$ cat src/source/ooo_pkg.sv
`default_nettype none

package ooo_pkg;

	localparam int DATA_WIDTH = 32;
	localparam int REG_COUNT  = 8;
	localparam int REG_WIDTH  = 3;
	localparam int TAG_WIDTH  = 4;   // 16 tags, at most 5 in flight
	localparam int IMM_WIDTH  = 16;

	typedef enum logic [2:0] {
		OP_ADD     = 3'd0,
		OP_SUB     = 3'd1,
		OP_ADDI    = 3'd2,
		OP_SUBI    = 3'd3,
		OP_ADD_SL2 = 3'd4,
		OP_SUB_SL2 = 3'd5
	} op_e;

	typedef struct packed {
		op_e                  op;
		logic [REG_WIDTH-1:0] rd;
		logic [REG_WIDTH-1:0] rs_a;
		logic [REG_WIDTH-1:0] rs_b;
		logic [IMM_WIDTH-1:0] imm;
	} inst_t;

	// data valid when ready, otherwise tag names the producer
	typedef struct packed {
		logic                  ready;
		logic [TAG_WIDTH-1:0]  tag;
		logic [DATA_WIDTH-1:0] data;
	} operand_t;

	typedef struct packed {
		logic                 valid;
		logic [TAG_WIDTH-1:0] tag;
		logic                 subtract;
		logic                 shift_b;
		operand_t             opd_a;
		operand_t             opd_b;
	} rs_entry_t;

	typedef struct packed {
		logic [TAG_WIDTH-1:0]  tag;
		logic [REG_WIDTH-1:0]  rd;
		logic [DATA_WIDTH-1:0] data;
	} result_t;

	typedef struct packed {
		logic                  valid;
		logic [TAG_WIDTH-1:0]  tag;
		logic [DATA_WIDTH-1:0] data;
	} cdb_t;

	// capture a waiting operand from the cdb
	function automatic operand_t wake(operand_t opd, cdb_t cdb, logic shift);
		operand_t w;
		w = opd;
		if (!opd.ready && cdb.valid && cdb.tag == opd.tag) begin
			w.ready = 1'b1;
			w.data  = shift ? cdb.data << 2 : cdb.data;
		end
		return w;
	endfunction

	function automatic rs_entry_t wake_entry(rs_entry_t e, cdb_t cdb);
		rs_entry_t w;
		w       = e;
		w.opd_a = wake(e.opd_a, cdb, 1'b0);
		w.opd_b = wake(e.opd_b, cdb, e.shift_b);
		return w;
	endfunction

endpackage

`default_nettype wire

$ cat src/source/add_sub_core.sv
`timescale 1ns/10ps
`default_nettype none

module add_sub_core import ooo_pkg::*; (
	input  logic                 clk,
	input  logic                 reset,
	input  inst_t                inst,
	input  logic                 inst_valid,
	output logic                 inst_ready,
	output logic [TAG_WIDTH-1:0] issue_tag,
	output result_t              result,
	output logic                 result_valid,
	input  logic                 result_ready
);

	rs_entry_t            entry;
	logic [REG_WIDTH-1:0] entry_rd;
	logic                 entry_ready;
	result_t              exec;
	logic                 exec_valid;
	logic                 exec_ready;
	cdb_t                 cdb;   // watched by issue and station

	issue_stage issue_i (
		.clk         (clk),
		.reset       (reset),
		.inst        (inst),
		.inst_valid  (inst_valid),
		.inst_ready  (inst_ready),
		.issue_tag   (issue_tag),
		.entry       (entry),
		.entry_rd    (entry_rd),
		.entry_ready (entry_ready),
		.cdb         (cdb)
	);

	add_sub_station station_i (
		.clk         (clk),
		.reset       (reset),
		.entry       (entry),
		.entry_rd    (entry_rd),
		.entry_ready (entry_ready),
		.cdb         (cdb),
		.exec        (exec),
		.exec_valid  (exec_valid),
		.exec_ready  (exec_ready)
	);

	cdb_writeback writeback_i (
		.clk          (clk),
		.reset        (reset),
		.exec         (exec),
		.exec_valid   (exec_valid),
		.exec_ready   (exec_ready),
		.result       (result),
		.result_valid (result_valid),
		.result_ready (result_ready),
		.cdb          (cdb)
	);

endmodule

`default_nettype wire

$ cat src/source/add_sub_station.sv
`timescale 1ns/10ps
`default_nettype none

module add_sub_station import ooo_pkg::*; (
	input  logic                 clk,
	input  logic                 reset,
	input  rs_entry_t            entry,
	input  logic [REG_WIDTH-1:0] entry_rd,
	output logic                 entry_ready,
	input  cdb_t                 cdb,
	output result_t              exec,
	output logic                 exec_valid,
	input  logic                 exec_ready
);

	localparam int SLOTS = 2;

	rs_entry_t            slot      [SLOTS];   // filled from 0, compacted
	logic [REG_WIDTH-1:0] slot_rd   [SLOTS];
	rs_entry_t            slot_woke [SLOTS];
	rs_entry_t            next_slot [SLOTS];
	logic [REG_WIDTH-1:0] next_rd   [SLOTS];

	logic [SLOTS-1:0] slot_ready;
	logic             exec_free;
	logic             dispatch;
	logic             pick;
	rs_entry_t        incoming;
	rs_entry_t        chosen;

	for (genvar j = 0; j < SLOTS; j++) begin : g_slot
		assign slot_woke[j]  = wake_entry(slot[j], cdb);
		assign slot_ready[j] = slot[j].valid && slot[j].opd_a.ready && slot[j].opd_b.ready;
	end

	assign exec_free   = !exec_valid || exec_ready;
	assign dispatch    = exec_free && |slot_ready;
	assign pick        = !slot_ready[0];   // oldest ready first
	assign chosen      = slot[pick];
	assign entry_ready = !slot[SLOTS-1].valid || dispatch;

	always_comb begin
		incoming       = wake_entry(entry, cdb);
		incoming.valid = entry.valid && entry_ready;

		next_slot[0] = slot_woke[0];
		next_rd[0]   = slot_rd[0];
		next_slot[1] = slot_woke[1];
		next_rd[1]   = slot_rd[1];
		if (dispatch) begin
			if (!pick) begin
				next_slot[0] = slot_woke[1];
				next_rd[0]   = slot_rd[1];
			end
			next_slot[1].valid = 1'b0;
		end

		// new entry goes behind the survivors
		if (!next_slot[0].valid) begin
			next_slot[0] = incoming;
			next_rd[0]   = entry_rd;
		end else if (!next_slot[1].valid) begin
			next_slot[1] = incoming;
			next_rd[1]   = entry_rd;
		end
	end

	always_ff @(posedge clk) begin
		if (reset) begin
			for (int j = 0; j < SLOTS; j++) begin
				slot[j].valid <= 1'b0;
			end
		end else begin
			for (int j = 0; j < SLOTS; j++) begin
				slot[j]    <= next_slot[j];
				slot_rd[j] <= next_rd[j];
			end
		end
	end

	always_ff @(posedge clk) begin
		if (reset) begin
			exec_valid <= 1'b0;
		end else if (dispatch) begin
			exec_valid <= 1'b1;
		end else if (exec_ready) begin
			exec_valid <= 1'b0;
		end
	end

	always_ff @(posedge clk) begin
		if (dispatch) begin
			exec.tag <= chosen.tag;
			exec.rd  <= slot_rd[pick];
			if (chosen.subtract) begin
				exec.data <= chosen.opd_a.data - chosen.opd_b.data;
			end else begin
				exec.data <= chosen.opd_a.data + chosen.opd_b.data;
			end
		end
	end

endmodule

`default_nettype wire

$ cat src/source/cdb_writeback.sv
`timescale 1ns/10ps
`default_nettype none

module cdb_writeback import ooo_pkg::*; (
	input  logic    clk,
	input  logic    reset,
	input  result_t exec,
	input  logic    exec_valid,
	output logic    exec_ready,
	output result_t result,
	output logic    result_valid,
	input  logic    result_ready,
	output cdb_t    cdb
);

	logic load;
	logic transfer;

	assign transfer   = result_valid && result_ready;
	assign exec_ready = !result_valid || result_ready;
	assign load       = exec_valid && exec_ready;

	always_ff @(posedge clk) begin
		if (reset) begin
			result_valid <= 1'b0;
		end else if (exec_ready) begin
			result_valid <= exec_valid;
		end
	end

	always_ff @(posedge clk) begin
		if (load) begin
			result <= exec;
		end
	end

	// broadcast only when the stream takes the result
	always_comb begin
		cdb.valid = transfer;
		cdb.tag   = result.tag;
		cdb.data  = result.data;
	end

endmodule

`default_nettype wire

$ cat src/source/issue_stage.sv
`timescale 1ns/10ps
`default_nettype none

module issue_stage import ooo_pkg::*; (
	input  logic                 clk,
	input  logic                 reset,
	input  inst_t                inst,
	input  logic                 inst_valid,
	output logic                 inst_ready,
	output logic [TAG_WIDTH-1:0] issue_tag,
	output rs_entry_t            entry,
	output logic [REG_WIDTH-1:0] entry_rd,
	input  logic                 entry_ready,
	input  cdb_t                 cdb
);

	logic [DATA_WIDTH-1:0] reg_data [REG_COUNT];
	logic [TAG_WIDTH-1:0]  reg_tag  [REG_COUNT];
	logic [REG_COUNT-1:0]  reg_busy;
	logic [TAG_WIDTH-1:0]  next_tag;

	logic                  accept;
	logic                  subtract;
	logic                  shift_b;
	logic                  use_imm;
	logic [DATA_WIDTH-1:0] imm_ext;
	operand_t              opd_a;
	operand_t              opd_b;
	rs_entry_t             new_entry;

	assign inst_ready = !entry.valid || entry_ready;
	assign accept     = inst_valid && inst_ready;
	assign issue_tag  = next_tag;
	assign imm_ext    = DATA_WIDTH'($signed(inst.imm));

	always_comb begin
		subtract = 1'b0;
		shift_b  = 1'b0;
		use_imm  = 1'b0;
		case (inst.op)
			OP_SUB:     subtract = 1'b1;
			OP_ADDI:    use_imm  = 1'b1;
			OP_SUBI: begin
				subtract = 1'b1;
				use_imm  = 1'b1;
			end
			OP_ADD_SL2: shift_b  = 1'b1;
			OP_SUB_SL2: begin
				subtract = 1'b1;
				shift_b  = 1'b1;
			end
			default: ;
		endcase
	end

	// register read, with bypass from a broadcast in this cycle
	always_comb begin
		opd_a.ready = !reg_busy[inst.rs_a];
		opd_a.tag   = reg_tag[inst.rs_a];
		opd_a.data  = reg_data[inst.rs_a];
		opd_a       = wake(opd_a, cdb, 1'b0);

		if (use_imm) begin
			opd_b.ready = 1'b1;
			opd_b.tag   = '0;
			opd_b.data  = imm_ext;
		end else begin
			opd_b.ready = !reg_busy[inst.rs_b];
			opd_b.tag   = reg_tag[inst.rs_b];
			opd_b.data  = shift_b ? reg_data[inst.rs_b] << 2 : reg_data[inst.rs_b];
			opd_b       = wake(opd_b, cdb, shift_b);
		end

		new_entry.valid    = 1'b1;
		new_entry.tag      = next_tag;
		new_entry.subtract = subtract;
		new_entry.shift_b  = shift_b;
		new_entry.opd_a    = opd_a;
		new_entry.opd_b    = opd_b;
	end

	always_ff @(posedge clk) begin
		if (reset) begin
			reg_busy    <= '0;
			next_tag    <= '0;
			entry.valid <= 1'b0;
			for (int i = 0; i < REG_COUNT; i++) begin
				reg_data[i] <= '0;
			end
		end else begin
			// only the latest writer clears busy
			if (cdb.valid) begin
				for (int i = 0; i < REG_COUNT; i++) begin
					if (reg_busy[i] && reg_tag[i] == cdb.tag) begin
						reg_busy[i] <= 1'b0;
						reg_data[i] <= cdb.data;
					end
				end
			end

			if (accept) begin
				reg_busy[inst.rd] <= 1'b1;   // overrides a clear above
				reg_tag[inst.rd]  <= next_tag;
				next_tag          <= next_tag + 1'b1;
				entry             <= new_entry;
				entry_rd          <= inst.rd;
			end else if (entry_ready) begin
				entry.valid <= 1'b0;
			end else begin
				entry <= wake_entry(entry, cdb);   // held entry keeps snooping
			end
		end
	end

endmodule

`default_nettype wire

$ cat config.mk
export PLATFORM = sky130hd
export DESIGN_NAME = add_sub_core
export DESIGN_NICKNAME = d
export VERILOG_FILES = /design/src/source/ooo_pkg.sv /design/src/source/add_sub_core.sv /design/src/source/add_sub_station.sv /design/src/source/cdb_writeback.sv /design/src/source/issue_stage.sv
export SDC_FILE = /design/constraint.sdc
export NUM_CORES = 1
export LEC_CHECK = 0
export ABC_CLOCK_PERIOD_IN_PS = 9950
export BUFFER_PORTS_ARGS = -buffer_cell sky130_fd_sc_hd__buf_2
export CAP_MARGIN = 20
export CORE_ASPECT_RATIO = 1.25
export CORE_MARGIN = 5
export CORE_UTILIZATION = 53
export CTS_CLUSTER_DIAMETER = 150
export DETAILED_ROUTE_END_ITERATION = 8
export PLACE_DENSITY = 0.69
export SETUP_SLACK_MARGIN = 0.5
export SLEW_MARGIN = 0
export SYNTH_ARGS = -nofsm -noshare
export SYNTH_HDL_FRONTEND = slang
export SYNTH_SLANG_ARGS = --single-unit
$ cat constraint.sdc
create_clock -name clk -period 9.95 [get_ports clk]
set_clock_uncertainty 0.2 [all_clocks]
set_input_delay 0.4975 -clock clk [delete_from_list [all_inputs] [get_ports clk]]
set_output_delay 0.4975 -clock clk [all_outputs]
set_load 0.03 [all_outputs]
---- Word level (Yosys, flattened, before mapping) ----
Memories as Yosys holds them, arrays and structs flattened. A register that Yosys moved wholly into a read port is not among the register bits.
Index checks and enable logic that the tools add are counted.
word-level totals
  bits in registers ....................... 173
  RAM bits ................................ 456
  bits of input ports ..................... 32
  logic and storage cells ................. 233
  memories kept ........................... 4
memory list
  name               depth  width  read ports  clocked after memory_dff  write ports  RTL line               source
  issue_i.reg_data   8      32     2           0                         8            issue_stage.sv:17      logic [DATA_WIDTH-1:0] reg_data [REG_COUNT];
  station_i.slot     2      81     3           0                         2            add_sub_station.sv:18  rs_entry_t slot [SLOTS];
  issue_i.reg_tag    8      4      10          0                         1            issue_stage.sv:18      logic [TAG_WIDTH-1:0] reg_tag [REG_COUNT];
  station_i.slot_rd  2      3      2           1                         2            add_sub_station.sv:19  logic [REG_WIDTH-1:0] slot_rd [SLOTS];
cells by class
  add/subtract/negate cells ............... 3
  $lt $le $gt $ge ......................... 4
  equality and inequality tests ........... 24
  mux-type cells .......................... 106
  bitwise gates (word level) .............. 12
  reduce and logical (&&, ||, !) cells .... 60
operators by type and width
  kind                 number
  $mux 32              22
  $mux 81              5
  $mux 82              1
  $mux 74              1
  $mux 1               65
  $eq 4x4->1           16
  $mux 37              1
  $logic_and 1x1->1    34
  $add 32x32->32       1
  $sub 32x32->32       1
  $mux 8               3
  $mux 3               5
  $logic_not 1->1      13
  $lt 3x4->1 const B   3
  $or 1x1->1           10
  $or 8x8->8           1
  $bmux 1 s3           2
  $eq 3x2->1 const B   2
  $eq 3x3->1 const B   2
  $reduce_or 2->1      3
  $add 4x1->4 const B  1
  $logic_or 1x1->1     4
  $ne 2x2->1 const B   2
  $reduce_and 2->1     2
  other kinds (8)      9

---- Logic depth before layout (Yosys ltp) ----
An unclocked memory read counts as a cell.
  word-level depth ........................ 11
  depth in mapped cells ................... 20
  mapped depth without buffers ............ 17

---- Modules after synthesis ----
A second synthesis with hierarchy kept.
second synthesis, totals
  cell total of the unflattened synthesis .. 3391
  area total of the unflattened synthesis .. 37880.1 um2
by module, submodules not included
  module           times used  cells an instance  area an instance (um2)  seq. area each (um2)
  issue_stage      1           1526               20718.6                 11400.9
  add_sub_station  1           1783               15650.0                 6216.0
  cdb_writeback    1           82                 1511.4                  1191.1

---- Least setup slack after synthesis ----
OpenSTA, ideal clock, no wires.
  path type ............................... input -> register
  start point ............................. in reset
  end point ............................... mem issue_i.reg_data[0][0], enable pin
  library setup time ...................... 0.740 ns
  data arrival time ....................... 7.019 ns
  data required time ...................... 9.010 ns
  slack ................................... 1.991 ns
  cell stages on the path ................. 5
  path buffers ............................ 3
  cells stage by stage .................... clkbuf_1 > inv_1 > clkbuf_1 > clkbuf_1 > nand2_1
RTL lines
  item                RTL line           source
  start: declaration  add_sub_core.sv:6  input logic reset,
  end: declaration    issue_stage.sv:17

==> impl_results.md <==
* Crit path DAT at 6.26 ns
* Drt pass-1 iters at 6
* Initial antenna violation count at 1
* Pin count of the biggest net entering global routing at 124
* Worst setup path class: flip-flop to flip-flop
* Average cell area after synthesis at 11.29 sq um
* Worst setup SP type: flip-flop
* Placed Area at 0.03735 sq mm
* CTS max path bufs at 3
* Largest area contributor in the netlist: edfxtp_1
* Antenna Violating Nets Remaining at 0
* Root Buffer: clkbuf_16
* Syn Inst Count at 3227
* Nets at 3239
* Register area at 0.01881 sq mm
* Clock power share at 37.1%
* Switching pwr at 1.666 mW
* Die X at 244.5 um
* Pleak at 15.49 nW
* Post-DR wirelength/cell at 24.81 um
* Share of layout cells above drive strength 1 at 14.44%
* Die Y at 303.1 um
* Hold slack at 0.02723 ns
* H-tree levels at 3
* Ys async rst share at 0%
* Ys Warns at 0
* Measured slew at the worst slew-check pin at 1.068 ns
* Max-cap check violation count at 0
* Via Count at 26160
* Final Cell Area at 0.03943 sq mm
* Placer Congestion at 0.9211
* Total power at 6.442 mW
* Peak supply drop at 120.0 uV
* CTS tree: yes
* Final setup fails at 0
* First-pass GRT wire length at 155600 um
* Post-synthesis cell area at 0.03643 sq mm
* Max FO, Critical Path at 63
* Final hold violations at 0
* Req. time, crit path at 10.09 ns
* Combinational power share at 13.9%
* Sequential Power Share at 48.9%
* Power Density at 163.4 mW/mm^2
* Layout fillers at 5462
* Setup Total Neg Slack at 0 ns
* Core Box Area at 0.06814 sq mm
* Register area share after synthesis at 51.62%
* Skew-Pair Late Insertion Delay at 0.61 ns
* Initial Util at 53.47%
* Setup bufs post-CTS at 0
* Post-route minimum period at 6.117 ns
* Switch share at 25.86%
* Area Overhead vs Synth at 8.221%
* P_int at 4.776 mW
* # DRC at 0
* Port Buffer Count at 76
* Die ar. at 0.07412 sq mm
* Area contributors post-synth: edfxtp_1 51%, mux4_2 9.3%, mux2i_1 7.7%, nor2_1 4.3%, nand2_1 4.1%
* Post-synth EDFFs at 615
* Worst-path clk slew at 0.06 ns
* Vias per cell at 6.399
* Footprint of the multi-input gates at 0.01641 sq mm
* Final Max Slew Viols at 0
* CTS buffer count at 66
* Seq cells post-synth at 632
* CP Capture Type: flip-flop
* WL final at 101400 um
* Overflow after GRT at 0
* Synth unique cells at 74
* I/O pin total at 77
* Synth Flop Type: edfxtp_1
* Sink Count at 632
* Post-DP HPWL at 65550 um
* Num rows at 107
* Area share of the largest cell type after synthesis at 50.69%
* Worst Hold Class: primary input to flip-flop
* Vias in the first global route at 26320
* Iter 0 DRT Violations at 2571
* Relative slew slack at 28.81%
* Highest Clock Rate at 163.5 MHz
* RSZ-0062 raised after global routing: no
* Total track usage at 27.00%
* Post-Syn Nets at 3299
* Outcome: finished, final reports clean
* Final cycle utilization of the critical path at 61.48%
[metal layers]
| layer | GRT usage [%] | up-vias | wire length (um) |
|---|---|---|---|
| li1 | - | 11790 | - |
| met1 | 36.47 | 13030 | 40280 |
| met2 | 45.77 | 1186 | 49520 |
| met3 | 4.418 | 162 | 9101 |
| met4 | 7.843 | 0 | 2534 |
| met5 | 0 | - | 0 |
[power groups by stage]
| stage | combinational [mW] | sequential (mW) | clock, mW |
|---|---|---|---|
| 6_report | 0.896 | 3.15 | 2.39 |
| 5_1_grt | 0.979 | 3.16 | 2.52 |
| 4_1_cts | 0.886 | 3.15 | 2.42 |
| 3_5_place_dp | 0.880 | 3.21 | 0 |
| 3_3_place_gp | 0.862 | 3.20 | 0 |
| 2_1_floorplan | 0.665 | 3.18 | 0 |
[flip-flops by register name, indices dropped and copies added, names as in the netlist]
signal / count
issue_i.entry: 81
issue_i.entry_rd: 3
station_i.slot_rd: 6
writeback_i.result: 3
station_i.exec_valid: 1
writeback_i.result_valid: 1
issue_i.issue_tag: 4
station_i.slot: 162
issue_i.reg_tag: 32
station_i.exec: 39
writeback_i.cdb: 36
issue_i.reg_data: 256
issue_i.reg_busy: 8
[cells by family after synthesis]
family | Yosys count | share of synthesized area [%]
fa+ha+maj | 40 | 1.394
simple gates | 1072 | 12.73
xor+xnor | 122 | 2.933
buf+inv | 322 | 3.537
mux | 467 | 18.17
flops | 632 | 51.62
compound gates | 572 | 9.612
[synthesized netlist by cell type, types with 39 or more instances]
cell type and count:
xnor2_1 75, ha_1 39, clkbuf_1 200, mux4_2 150, nand2_1 398, mux2i_1 282, o21ai_0 138, and3_1 60
edfxtp_1 615, a21oi_1 223, nor2_1 415, nor3_1 42, xor2_1 47, inv_1 60
[critical path, cell delays in order, from the launching register on]
cell	delay, ns
edfxtp_1	0.49
nand3_4	0.35
buf_4	0.70
mux2i_1	0.45
nand4_1	0.34
nor4_1	0.52
and3b_1	0.24
nor2_1	0.05
xor2_1	0.17
ha_1	0.40
nand4_1	0.16
nor3_1	0.16
o211ai_1	0.17
a211o_1	0.39
a21o_1	0.22
a31oi_1	0.39
nor2_1	0.09
a311o_1	0.33
[layout by cell type, fill, tap and decap left out, drive strengths merged, types with 75 or more instances in the layout]
master / n
mux2i: 283
nand2: 400
edfxtp: 615
mux4: 151
a21oi: 223
clkbuf: 78
buf: 132
xnor2: 75
nor2: 415
o21ai: 141
[final timing paths]
check,from,end,slack [ns],depth (start not counted)
max reg2reg,station_i.slot[0][36],station_i.exec[28],3.83,17
max,station_i.slot[0][36],station_i.exec[28],3.83,17
min reg2reg,station_i.exec[17],writeback_i.cdb[17],0.22,0
min,inst_valid,issue_i.entry[80],0.03,3
[through the flow]
stage	std cells	setup slack, ns	util (%)
2_1_floorplan	3227	1.991	-
3_3_place_gp	3967	3.998	54.80
3_5_place_dp	3967	3.901	54.80
4_1_cts	4083	3.871	57.78
5_1_grt	4086	3.437	57.86
6_report	4088	3.833	57.86
[what timing repair did]
| action | in CTS | in global routing |
|---|---|---|
| hold buffers | 1 | 0 |
| resized for setup | 0 | 0 |
| hold endpoints to repair | 1 | 0 |
[cell type report]
type | count | area share (%)
inverters | 61 | 0.5997
repair buffers | 133 | 2.174
clock inverters | 37 | 0.7616
diodes | 2 | 0.01269
multi-input cells | 2273 | 41.63
clock buffers | 78 | 4.357
well taps | 872 | 2.767
flip-flops and latches | 632 | 47.70
Power figures use the tool's default switching activity.
